[config.mk]
export PLATFORM = sky130hd
export DESIGN_NAME = word_lookup_top
export DESIGN_NICKNAME = d
export VERILOG_FILES = /design/src/design/word_lookup_pkg.sv /design/src/design/word_ram.sv /design/src/design/scan_timer.sv /design/src/design/match_fsm.sv /design/src/design/axil_regs.sv /design/src/design/word_lookup_top.sv
export VERILOG_INCLUDE_DIRS = /design/src /design/src/design
export SDC_FILE = /design/constraint.sdc
export NUM_CORES = 2
export LEC_CHECK = 0
export BUFFER_PORTS_ARGS = -buffer_cell sky130_fd_sc_hd__buf_2
export CAP_MARGIN = 5
export CELL_PAD_IN_SITES_DETAIL_PLACEMENT = 1
export CELL_PAD_IN_SITES_GLOBAL_PLACEMENT = 1
export CORE_MARGIN = 2
export CORE_UTILIZATION = 30
export CTS_BUF_LIST = sky130_fd_sc_hd__clkbuf_4
export CTS_CLUSTER_DIAMETER = 40
export CTS_CLUSTER_SIZE = 25
export DETAILED_ROUTE_END_ITERATION = 10
export GPL_TIMING_DRIVEN = 0
export PLACE_DENSITY = 0.52
export SKIP_LAST_GASP = 1
export SYNTH_ARGS = -nofsm -noshare
export SYNTH_HDL_FRONTEND = slang
export SYNTH_SLANG_ARGS = --single-unit
export TNS_END_PERCENT = 10
[constraint.sdc]
create_clock -name clk -period 3.1 [get_ports clk]
set_input_delay 0.465 -clock clk [delete_from_list [all_inputs] [get_ports clk]]
set_output_delay 0.465 -clock clk [all_outputs]
set_load 0.05 [all_outputs]
[src/design/word_lookup_settings.svh]
`ifndef WORD_LOOKUP_SETTINGS_SVH
`define WORD_LOOKUP_SETTINGS_SVH

// memory geometry, each memory holds 2**WL_ADDR_WIDTH characters
`define WL_ADDR_WIDTH      8
`define WL_DATA_WIDTH      8
`define WL_AXI_ADDR_WIDTH  12
`define WL_CYCLE_WIDTH     16
`define WL_DEFAULT_LIMIT   16'd4096

// register map, one 32-bit word per register
`define WL_REG_CTRL        12'h000
`define WL_REG_STATUS      12'h004
`define WL_REG_VOCAB_END   12'h008
`define WL_REG_INPUT_START 12'h00C
`define WL_REG_CYCLES      12'h010
`define WL_REG_MATCH_ADDR  12'h014
`define WL_REG_LIMIT       12'h018

// byte windows, one character in the low byte of each 32-bit word
`define WL_VOCAB_BASE      12'h400
`define WL_INPUT_BASE      12'h800

`endif

[src/design/word_lookup_pkg.sv]
`include "word_lookup_settings.svh"

package word_lookup_pkg;

    typedef logic [`WL_ADDR_WIDTH-1:0] wl_addr_t;
    typedef logic [`WL_DATA_WIDTH-1:0] wl_char_t;

    typedef enum logic [3:0] {
        IDLE,
        FETCH,
        COMPARE,
        ADVANCE,
        SKIP_FETCH,
        SKIP,
        FOUND,
        NOT_FOUND,
        ERROR
    } wl_state_t;

endpackage

[src/design/word_ram.sv]
`timescale 1ns/1ps

module word_ram (
    input  logic                      clk,
    input  logic                      we,
    input  word_lookup_pkg::wl_addr_t waddr,
    input  word_lookup_pkg::wl_char_t wdata,
    input  word_lookup_pkg::wl_addr_t raddr,
    output word_lookup_pkg::wl_char_t rdata
);
    import word_lookup_pkg::*;

    localparam int DEPTH = 2 ** $bits(wl_addr_t);

    wl_char_t mem [DEPTH];

    always_ff @(posedge clk) begin
        if (we) begin
            mem[waddr] <= wdata;
        end
    end

    // read port returns the old byte on a same-address write
    always_ff @(posedge clk) begin
        rdata <= mem[raddr];
    end

endmodule

[src/design/scan_timer.sv]
`timescale 1ns/1ps
`include "word_lookup_settings.svh"

module scan_timer (
    input  logic                       clk,
    input  logic                       rst_n,
    input  logic                       start,
    input  logic                       scan_active,
    input  logic [`WL_CYCLE_WIDTH-1:0] limit,
    output logic [`WL_CYCLE_WIDTH-1:0] cycles,
    output logic                       expired
);

    logic at_limit;
    logic at_max;

    assign at_limit = (cycles == limit);
    assign at_max   = &cycles;

    always_ff @(posedge clk or negedge rst_n) begin
        if (!rst_n) begin
            cycles  <= '0;
            expired <= 1'b0;
        end else if (start) begin
            cycles  <= '0;
            expired <= 1'b0;
        end else begin
            // holds at the limit, saturates if the limit was lowered mid-scan
            if (scan_active && !at_limit && !at_max) begin
                cycles <= cycles + 1'b1;
            end
            expired <= scan_active && at_limit;
        end
    end

    // the matcher must still be scanning when expiry shows up
    a_expire_in_scan: assert property (
        @(posedge clk) disable iff (!rst_n)
        $rose(expired) |-> scan_active
    );

endmodule

[src/design/match_fsm.sv]
`timescale 1ns/1ps

module match_fsm (
    input  logic                      clk,
    input  logic                      rst_n,
    input  logic                      start,
    input  logic                      clear,
    input  word_lookup_pkg::wl_addr_t vocab_end,
    input  word_lookup_pkg::wl_addr_t input_start,
    input  word_lookup_pkg::wl_char_t vocab_rdata,
    input  word_lookup_pkg::wl_char_t input_rdata,
    input  logic                      expired,
    output word_lookup_pkg::wl_addr_t vocab_raddr,
    output word_lookup_pkg::wl_addr_t input_raddr,
    output logic                      scan_active,
    output logic                      busy,
    output logic                      done,
    output logic                      found,
    output logic                      error,
    output word_lookup_pkg::wl_addr_t match_addr
);
    import word_lookup_pkg::*;

    wl_state_t state;
    wl_addr_t  va;
    wl_addr_t  ia;
    wl_addr_t  end_q;
    wl_addr_t  start_q;
    logic      at_entry;

    // query pointer still on its first character
    assign at_entry    = (ia == start_q);
    assign vocab_raddr = va;
    assign input_raddr = ia;

    assign busy        = !(state inside {IDLE, FOUND, NOT_FOUND, ERROR});
    assign scan_active = busy;
    assign done        = (state == FOUND) || (state == NOT_FOUND);
    assign found       = (state == FOUND);
    assign error       = (state == ERROR);

    always_ff @(posedge clk or negedge rst_n) begin
        if (!rst_n) begin
            state      <= IDLE;
            va         <= '0;
            ia         <= '0;
            end_q      <= '0;
            start_q    <= '0;
            match_addr <= '0;
        end else if (busy && expired) begin
            state <= ERROR;
        end else begin
            case (state)
                IDLE: begin
                    if (start) begin
                        va         <= '0;
                        ia         <= input_start;
                        end_q      <= vocab_end;
                        start_q    <= input_start;
                        match_addr <= '0;
                        state      <= FETCH;
                    end
                end
                // addresses are on the RAM ports, data arrives in COMPARE
                FETCH: begin
                    state <= (va == end_q) ? NOT_FOUND : COMPARE;
                end
                COMPARE: begin
                    if (at_entry && input_rdata == '0) begin
                        // empty query
                        state <= NOT_FOUND;
                    end else if (vocab_rdata == input_rdata) begin
                        state <= (vocab_rdata == '0) ? FOUND : ADVANCE;
                    end else begin
                        // also covers an empty entry, its zero is seen in SKIP
                        state <= SKIP_FETCH;
                    end
                end
                ADVANCE: begin
                    va    <= va + 1'b1;
                    ia    <= ia + 1'b1;
                    state <= FETCH;
                end
                SKIP_FETCH: begin
                    state <= (va == end_q) ? NOT_FOUND : SKIP;
                end
                SKIP: begin
                    va <= va + 1'b1;
                    if (vocab_rdata == '0) begin
                        ia         <= start_q;
                        match_addr <= va + 1'b1;
                        state      <= FETCH;
                    end else begin
                        state <= SKIP_FETCH;
                    end
                end
                FOUND, NOT_FOUND, ERROR: begin
                    if (clear) begin
                        state <= IDLE;
                    end
                end
                default: state <= IDLE;
            endcase
        end
    end

    // a found entry always starts below the end address
    a_found_in_range: assert property (
        @(posedge clk) disable iff (!rst_n) found |-> (match_addr < end_q)
    );

    a_error_on_expiry: assert property (
        @(posedge clk) disable iff (!rst_n) $rose(error) |-> $past(expired)
    );

    a_final_hold: assert property (
        @(posedge clk) disable iff (!rst_n)
        (state inside {FOUND, NOT_FOUND, ERROR}) && !clear |=> $stable(state)
    );

endmodule

[src/design/axil_regs.sv]
`timescale 1ns/1ps
`include "word_lookup_settings.svh"

module axil_regs (
    input  logic                          clk,
    input  logic                          rst_n,
    input  logic [`WL_AXI_ADDR_WIDTH-1:0] awaddr,
    input  logic                          awvalid,
    output logic                          awready,
    input  logic [31:0]                   wdata,
    input  logic                          wvalid,
    output logic                          wready,
    output logic [1:0]                    bresp,
    output logic                          bvalid,
    input  logic                          bready,
    input  logic [`WL_AXI_ADDR_WIDTH-1:0] araddr,
    input  logic                          arvalid,
    output logic                          arready,
    output logic [31:0]                   rdata,
    output logic [1:0]                    rresp,
    output logic                          rvalid,
    input  logic                          rready,
    input  logic                          busy,
    input  logic                          done,
    input  logic                          found,
    input  logic                          error,
    input  word_lookup_pkg::wl_addr_t     match_addr,
    input  logic [`WL_CYCLE_WIDTH-1:0]    cycles,
    output logic                          start,
    output logic                          clear,
    output word_lookup_pkg::wl_addr_t     vocab_end,
    output word_lookup_pkg::wl_addr_t     input_start,
    output logic [`WL_CYCLE_WIDTH-1:0]    limit,
    output logic                          vocab_we,
    output word_lookup_pkg::wl_addr_t     vocab_waddr,
    output word_lookup_pkg::wl_char_t     vocab_wdata,
    output logic                          input_we,
    output word_lookup_pkg::wl_addr_t     input_waddr,
    output word_lookup_pkg::wl_char_t     input_wdata
);
    import word_lookup_pkg::*;

    // window index bits sit above the byte offset of each word
    localparam int         WIN_LSB     = $bits(wl_addr_t) + 2;
    localparam logic [1:0] RESP_OKAY   = 2'b00;
    localparam logic [1:0] RESP_SLVERR = 2'b10;

    logic        wr_accept;
    logic        rd_fire;
    logic        in_vocab;
    logic        in_input;
    logic [31:0] rd_word;

    assign awready = wr_accept;
    assign wready  = wr_accept;
    assign rd_fire = arready && arvalid;
    assign rresp   = RESP_OKAY;

    assign in_vocab = (awaddr >> WIN_LSB) == (`WL_VOCAB_BASE >> WIN_LSB);
    assign in_input = (awaddr >> WIN_LSB) == (`WL_INPUT_BASE >> WIN_LSB);

    // window writes are dropped while a scan reads the memories
    assign vocab_we    = wr_accept && in_vocab && !busy;
    assign vocab_waddr = awaddr[WIN_LSB-1:2];
    assign vocab_wdata = wdata[`WL_DATA_WIDTH-1:0];
    assign input_we    = wr_accept && in_input && !busy;
    assign input_waddr = awaddr[WIN_LSB-1:2];
    assign input_wdata = wdata[`WL_DATA_WIDTH-1:0];

    always_ff @(posedge clk or negedge rst_n) begin
        if (!rst_n) begin
            wr_accept   <= 1'b0;
            bvalid      <= 1'b0;
            bresp       <= RESP_OKAY;
            start       <= 1'b0;
            clear       <= 1'b0;
            vocab_end   <= '0;
            input_start <= '0;
            limit       <= `WL_DEFAULT_LIMIT;
        end else begin
            wr_accept <= awvalid && wvalid && !wr_accept && !bvalid;
            start     <= 1'b0;
            clear     <= 1'b0;
            if (bvalid && bready) begin
                bvalid <= 1'b0;
            end
            if (wr_accept) begin
                bvalid <= 1'b1;
                bresp  <= (busy && (in_vocab || in_input)) ? RESP_SLVERR : RESP_OKAY;
                case (awaddr)
                    `WL_REG_CTRL: begin
                        // start only from an idle matcher
                        start <= wdata[0] && !busy && !done && !error;
                        clear <= wdata[1];
                    end
                    `WL_REG_VOCAB_END:   vocab_end   <= wdata[`WL_ADDR_WIDTH-1:0];
                    `WL_REG_INPUT_START: input_start <= wdata[`WL_ADDR_WIDTH-1:0];
                    `WL_REG_LIMIT:       limit       <= wdata[`WL_CYCLE_WIDTH-1:0];
                    default: ;
                endcase
            end
        end
    end

    always_comb begin
        rd_word = '0;
        case (araddr)
            `WL_REG_STATUS:      rd_word[3:0] = {error, found, done, busy};
            `WL_REG_VOCAB_END:   rd_word[`WL_ADDR_WIDTH-1:0] = vocab_end;
            `WL_REG_INPUT_START: rd_word[`WL_ADDR_WIDTH-1:0] = input_start;
            `WL_REG_CYCLES:      rd_word[`WL_CYCLE_WIDTH-1:0] = cycles;
            `WL_REG_MATCH_ADDR:  rd_word[`WL_ADDR_WIDTH-1:0] = match_addr;
            `WL_REG_LIMIT:       rd_word[`WL_CYCLE_WIDTH-1:0] = limit;
            default: ;
        endcase
    end

    always_ff @(posedge clk or negedge rst_n) begin
        if (!rst_n) begin
            arready <= 1'b0;
            rvalid  <= 1'b0;
        end else begin
            arready <= arvalid && !arready && !rvalid;
            if (rvalid && rready) begin
                rvalid <= 1'b0;
            end
            if (rd_fire) begin
                rvalid <= 1'b1;
            end
        end
    end

    always_ff @(posedge clk) begin
        if (rd_fire) begin
            rdata <= rd_word;
        end
    end

    a_bvalid_hold: assert property (
        @(posedge clk) disable iff (!rst_n) bvalid && !bready |=> bvalid
    );

endmodule

[src/design/word_lookup_top.sv]
`timescale 1ns/1ps
`include "word_lookup_settings.svh"

module word_lookup_top (
    input  logic                          clk,
    input  logic                          rst_n,
    input  logic [`WL_AXI_ADDR_WIDTH-1:0] awaddr,
    input  logic                          awvalid,
    output logic                          awready,
    input  logic [31:0]                   wdata,
    input  logic                          wvalid,
    output logic                          wready,
    output logic [1:0]                    bresp,
    output logic                          bvalid,
    input  logic                          bready,
    input  logic [`WL_AXI_ADDR_WIDTH-1:0] araddr,
    input  logic                          arvalid,
    output logic                          arready,
    output logic [31:0]                   rdata,
    output logic [1:0]                    rresp,
    output logic                          rvalid,
    input  logic                          rready
);
    import word_lookup_pkg::*;

    logic                       start;
    logic                       clear;
    logic                       busy;
    logic                       done;
    logic                       found;
    logic                       error;
    logic                       scan_active;
    logic                       expired;
    logic                       vocab_we;
    logic                       input_we;
    logic [`WL_CYCLE_WIDTH-1:0] limit;
    logic [`WL_CYCLE_WIDTH-1:0] cycles;
    wl_addr_t                   vocab_end;
    wl_addr_t                   input_start;
    wl_addr_t                   match_addr;
    wl_addr_t                   vocab_waddr;
    wl_addr_t                   input_waddr;
    wl_addr_t                   vocab_raddr;
    wl_addr_t                   input_raddr;
    wl_char_t                   vocab_wdata;
    wl_char_t                   input_wdata;
    wl_char_t                   vocab_rdata;
    wl_char_t                   input_rdata;

    axil_regs i_axil_regs (.*);

    word_ram i_vocab_ram (
        .clk   (clk),
        .we    (vocab_we),
        .waddr (vocab_waddr),
        .wdata (vocab_wdata),
        .raddr (vocab_raddr),
        .rdata (vocab_rdata)
    );

    word_ram i_input_ram (
        .clk   (clk),
        .we    (input_we),
        .waddr (input_waddr),
        .wdata (input_wdata),
        .raddr (input_raddr),
        .rdata (input_rdata)
    );

    match_fsm i_match_fsm (.*);

    scan_timer i_scan_timer (.*);

endmodule

Yosys cells after proc, flatten, opt, wreduce, memory -nomap -nowiden
Memory sizes are Yosys's and may differ from the RTL's. A register that Yosys moved wholly into a read port is not among the register bits.
Index checks and enable logic that the tools add are counted.
{"block": "totals", "latch_bits": 0, "romBits": 0, "reg_bits": 117, "output_inout_bits": 41, "n_memories": 2, "ram_bits": 4096}
{"memory": "i_input_ram.mem", "depth": 256, "word_bits": 8, "read_ports": 1, "rd_clocked_by_memory_dff": 1, "wr": 1, "line": "word_ram.sv:15", "source": "wl_char_t mem [DEPTH];"}
{"memory": "i_vocab_ram.mem", "depth": 256, "word_bits": 8, "read_ports": 1, "rd_clocked_by_memory_dff": 1, "wr": 1, "line": "word_ram.sv:15"}
{"block": "classes", "n_div": 0, "multipliers": 0, "reduce_logical": 54, "bitwise_logic": 1, "eq_ne": 27, "n_mux": 36, "n_shift": 0, "add_sub_neg": 3, "order_cmp": 0}
{"cell": "$eq A12 B4 Y1 const B", "count": 4}
{"cell": "$eq A12 B5 Y1 const B", "count": 4}
{"cell": "$pmux W8 S2", "count": 3}
{"cell": "$mux W16", "count": 2}
{"cell": "$mux W8", "count": 4}
{"cell": "$pmux W4 S7", "count": 1}
{"cell": "$eq A8 B8 Y1", "count": 3}
{"cell": "$pmux W4 S6", "count": 1}
{"cell": "$pmux W8 S3", "count": 1}
{"cell": "$logic_and A1 B1 Y1", "count": 21}
{"cell": "$mux W4", "count": 5}
{"cell": "$pmux W4 S5", "count": 1}
{"cell": "$add A16 B1 Y16 const B", "count": 1}
{"cell": "$add A8 B1 Y8 const B", "count": 2}
{"cell": "$eq A16 B16 Y1", "count": 1}
{"cell": "$eq A4 B3 Y1 const B", "count": 4}
{"cell": "$logic_not A8 Y1", "count": 2}
{"cell": "$reduce_and A16 Y1", "count": 1}
{"cell": "$mux W1", "count": 13}
{"cell": "$eq A12 B3 Y1 const B", "count": 1}
{"cell": "$logic_not A12 Y1", "count": 1}
{"cell": "$reduce_bool A2 Y1", "count": 5}
{"cell": "$logic_not A1 Y1", "count": 9}
{"cell": "$mux W3", "count": 3}
{"cell": "other kinds (20)", "count": 28}

Logic depth before layout (Yosys ltp)
{"block": "depth", "ltp_word": 7, "mapped_depth": 13, "mapped_depth_nobuf": 7}

Cells and area by module
A second synthesis with hierarchy kept.
{"block": "unflattened", "hier_cells": 8109, "hier_area_um2": 165991.7}
{"module": "word_ram", "n_inst": 2, "cells_per_inst": 3733, "seq_area_each_um2": 61659.1, "area_each_um2": 79556.3}
{"module": "axil_regs", "n_inst": 1, "cells_per_inst": 251, "seq_area_each_um2": 1457.6, "area_each_um2": 3105.5}
{"module": "match_fsm", "n_inst": 1, "cells_per_inst": 266, "seq_area_each_um2": 1101.1, "area_each_um2": 2602.5}
{"module": "scan_timer", "n_inst": 1, "cells_per_inst": 126, "seq_area_each_um2": 425.4, "area_each_um2": 1171.1}

Least setup slack after synthesis
Ideal clock, no wire load.
{"block": "synth_timing", "kind": "register to register", "startpoint": "register i_match_fsm.state[3]", "endpoint": "memory i_vocab_ram.mem[142][0] (netlist name) (enable)", "stages_incl_launch_ff": 10, "slack_ns": 0.342, "synth_period_minus_slack_ns": 2.758, "n_path_buf": 3, "arrival_time_ns": 2.388, "required_ns": 2.730, "path_cell_list": "dfrtp_1 -> clkbuf_1 -> nand3b_1 -> o31ai_1 -> and3_1 -> clkbuf_1 -> and3_1 -> nand2_1 -> clkbuf_1 -> nor2_1"}
{"block": "synth_via", "elab_chain_cells": 5}
{"item": "start, declared", "line": "match_fsm.sv:24", "source": "wl_state_t state;"}
{"item": "start signal, assigned", "line": "match_fsm.sv:66", "source": "state <= (va == end_q) ? NOT_FOUND : COMPARE;"}
{"item": "start signal, assigned", "line": "match_fsm.sv:73", "source": "state <= (vocab_rdata == '0) ? FOUND : ADVANCE;"}
{"item": "start signal, assigned", "line": "match_fsm.sv:85", "source": "state <= (va == end_q) ? NOT_FOUND : SKIP;"}
{"item": "$eq A4 B3 Y1 (tied with other cells)", "line": "match_fsm.sv:36", "source": "assign busy = !(state inside {IDLE, FOUND, NOT_FOUND, ERROR});"}
{"item": "$reduce_bool A4 Y1 (*)", "line": "match_fsm.sv:36"}
{"item": "$logic_and A1 B1 Y1 (*)", "line": "axil_regs.sv:63", "source": "assign vocab_we = wr_accept && in_vocab && !busy;"}
{"item": "$mux W1 (*)", "line": "word_ram.sv:18", "source": "if (we) begin"}
{"item": "$mux W1 (not written as such) (*)", "line": "word_ram.sv:19", "source": "mem[waddr] <= wdata;"}
{"item": "end, declared", "line": "word_ram.sv:15"}
Every way passes the cells marked *; elsewhere a longest branch is shown, timed or not.

==> flow_summary.toml <==
[critical_path]
setup.worst_path.end_class = "flop"
worst-path-max-fanout = 10
critPathRequiredTime_ps = 4730
crit_type = "reg2reg"
start_kind = "flop"
cp_data_arrival_time_ps = 5610

[clock_tree]
clockRootBuffer = "clkbuf_4"
clock-sinks = 4228
cts_tree = "done"
cts_made_buffers = 562
cts_max_path_buffers = 4
clkSlewWorstSetupHoldPaths_ps = 120
worst_skew_pair.late_latency_ps = 1850
htree_levels = 6

[detailed_routing]
postRouteAntennaNets = 0
first_pass_iters = 8
remaining_drc_errors = 0
via_per_inst = 5.57
wl_um = 691000
wl_per_cell_um = 39.9
first_iter_violations = 13572
num_vias = 96391

[timing]
worst_slew_pin_slew_ps = 1560
fin_skew_ps = 137
slew_violations = 22
period_share_pct = 128
slew-limit-headroom_pct = -3.68
rsz0062_at_grt = "true"
layout_min_cycle_time_ps = 3980
fmax_mhz = 252
hold_violations = 0
setup_viol = 2164
timing.final.ws_setup_ps = -875
fin_tns_setup_ps = -202190

[synthesis]
synthArstFlopShare_pct = 2.37
ys_seq_area_share_pct = 76.1
syn_area_um2 = 166000
ys.flop_type = "edfxtp_1"
synth_edf_count = 4112
ys_ff_latch = 4228
postSynthAreaPerCell_um2 = 20.0
ys_warn_count = 0
synthCells = 8313
synth_cell_types = 74

[grt]
track_usage_pct = 23.9
overflow = 0
grt_pass1_wl_um = 900000
grt_max_degree = 153
antenna_found_initial = 55
grt_pass1_vias = 95742

[final_layout]
syn2layout_area_growth_pct = 20.5
stdcell_area_um2 = 200000
final_nets = 9596
final_layout_size_suffix_gt1_share_pct = 35.7
fillCellCount = 54081

[pwr]
ir_drop_v = 0.000420
swShare_pct = 23.5
p_leak_nw = 60.2
p_comb_share_pct = 1.8
internal_power_mw = 80.1
powerDensity_nw_per_um2 = 524
total_power_mw = 105
clkPwrFrac_pct = 38.4
p_seq_share_pct = 59.8
p_sw_mw = 24.6

[floorplanning]
num_rows = 273
coreArea_um2 = 552000
start_util_pct = 30.1
design.die.area_um2 = 559000
fp.dieW_um = 748
ios = 104
die_y_um = 748

[worst_hold_path]
hold_path.class = "in2reg"

[placed_design]
pre_cts_ws_ps = -3170
placed_area_um2 = 177000
place.gp.congestion = 0.975
place.detailed.hpwl_um = 461000
io_buffers = 67

[run]
cap_violations = 2

[status]
violations = "capacitance limit, slew limit, setup timing"
outcome = "finished, violations left"
-- flip-flops by register name (all words and copies together) (netlist names), 4 cells and up --
| signal | cells |
|---|---|
| i_vocab_ram.mem | 2048 |
| i_axil_regs.input_start | 8 |
| i_match_fsm.state | 4 |
| i_match_fsm.start_q | 8 |
| i_vocab_ram.rdata | 8 |
| i_axil_regs.rdata | 16 |
| i_match_fsm.input_raddr | 8 |
| i_axil_regs.vocab_end | 8 |
| i_match_fsm.end_q | 8 |
| i_match_fsm.vocab_raddr | 8 |
| i_scan_timer.cycles | 16 |
| i_axil_regs.limit | 16 |
| i_match_fsm.match_addr | 8 |
| i_input_ram.mem | 2048 |
| i_input_ram.rdata | 8 |
-- worst max-delay path: stages, from the launching register on --
cell and delay, ps:
dfrtp_1 380, buf_4 250, nand2_1 120, clkbuf_2 300
buf_16 250, clkbuf_4 360, buf_6 290, o22ai_1 290
o21ai_0 240, nand3_2 250, nand4_1 460, nor4_4 520
-- per-layer routing --
metal,part of all wire [%],wire [µm],vias to the layer above,GRT usage (%)
met5,0.014,97,-,0
met4,5.7,39600,14,11.3
met3,9.1,63200,1222,5.01
met2,46,320000,5267,38.0
met1,39,268000,52645,31.4
li1,-,-,37243,-
-- synth_stat cells (55+ instances only) --
cell / instances / area (µm²)
o21ai_0: 82 / 410
nor3_1: 146 / 731
edfxtp_1: 4112 / 123000
buf_6: 55 / 619
buf_4: 89 / 668
nor2_1: 577 / 2170
o22ai_1: 148 / 926
buf_2: 80 / 400
mux2_2: 73 / 822
mux2i_1: 578 / 5790
o221ai_1: 211 / 1850
dfrtp_1: 99 / 2480
nand2_1: 212 / 796
a21oi_1: 162 / 811
nand3_1: 61 / 305
mux4_2: 818 / 18400
clkbuf_1: 266 / 998
-- power groups by stage --
stage	registers (mW)	clock network, mW	logic (mW)
after floorplan	64.0	0	0.165
after global placement	64.4	0	1.36
after detailed placement	63.9	0	1.62
after CTS	62.6	40.7	1.83
after global routing	62.6	42.8	1.96
final	62.6	40.2	1.88
-- logic make-up (layout without fill, tap and decap cells) --
| logic type | after synthesis | in the layout | share of synthesized area [%] |
|---|---|---|---|
| xor gates and xnor gates | 48 | 48 | 0.253 |
| other | 1 | 61 | 0.00226 |
| adders and majority gates | 6 | 6 | 0.0453 |
| AOI/OAI and AO/OA | 817 | 817 | 3.46 |
| muxes | 1469 | 1469 | 15.1 |
| and+or+nand+nor | 1194 | 1194 | 3.22 |
| DFF | 4228 | 4228 | 76.1 |
| buffers and inverters | 550 | 2210 | 1.79 |
-- final cells by class --
| cell class | instances | area [µm²] | share of cell area [%] |
|---|---|---|---|
| inverters | 15 | 62.6 | 0.0313 |
| clock inverters | 411 | 4640 | 2.32 |
| multi-input cells | 3553 | 41200 | 20.6 |
| flip-flops and latches | 4228 | 126000 | 63.2 |
| repair buffers | 637 | 7650 | 3.83 |
| plain buffers | 530 | 6160 | 3.08 |
| clock buffers | 617 | 4630 | 2.32 |
| well taps | 7287 | 9120 | 4.56 |
| diodes | 42 | 105 | 0.0526 |
-- path summary, 6_finish.rpt --
check / start / cells past startpoint / slack, ps / endpoint
max: i_match_fsm.input_raddr[1] / 11 / -880 / i_input_ram.rdata[0]
min: awaddr[9] / 4 / 120 / i_input_ram.mem[214][5]
max reg2reg: i_match_fsm.input_raddr[1] / 11 / -880 / i_input_ram.rdata[0]
min reg2reg: i_match_fsm.match_addr[7] / 2 / 520 / i_match_fsm.match_addr[7]
max in group asynchronous: rst_n / 6 / 2150 / i_match_fsm.input_raddr[2]
min in group asynchronous: rst_n / 5 / 320 / i_scan_timer.cycles[8]
-- metrics by stage --
step,util [%],cells,hold WS [ps]
floorplan,-,8331,169
global placement,31.8,15685,440
detailed placement,32.1,15762,472
CTS,35.6,17066,1.49
global route,36.2,17282,95.6
finish,36.2,17320,124
-- what timing repair did --
action | CTS | global route
hold buffers | 114 | 2
gates resized for setup | 1751 | 286
endpoints found under the hold margin | 5450 | 29
buffers inserted | 162 | 201
endpoints found under the setup margin | 4139 | 4156
cloned | 2 | 8
pin swaps | 107 | 84
-- layout by cell type, fill, tap and decap left out, drive strengths merged, types with 84 or more instances in the layout --
cell type and n:
mux2i 578, mux4 818, nor3 146, buf 814, dlygate4sd3 109, clkbuf 858
o221ai 211, inv 125, nor2 577, nand2 212, a21oi 163, edfxtp 4112
o22ai 149, o21ai 84, dfrtp 99, clkinv 174
(Power assumes the default switching activity.)
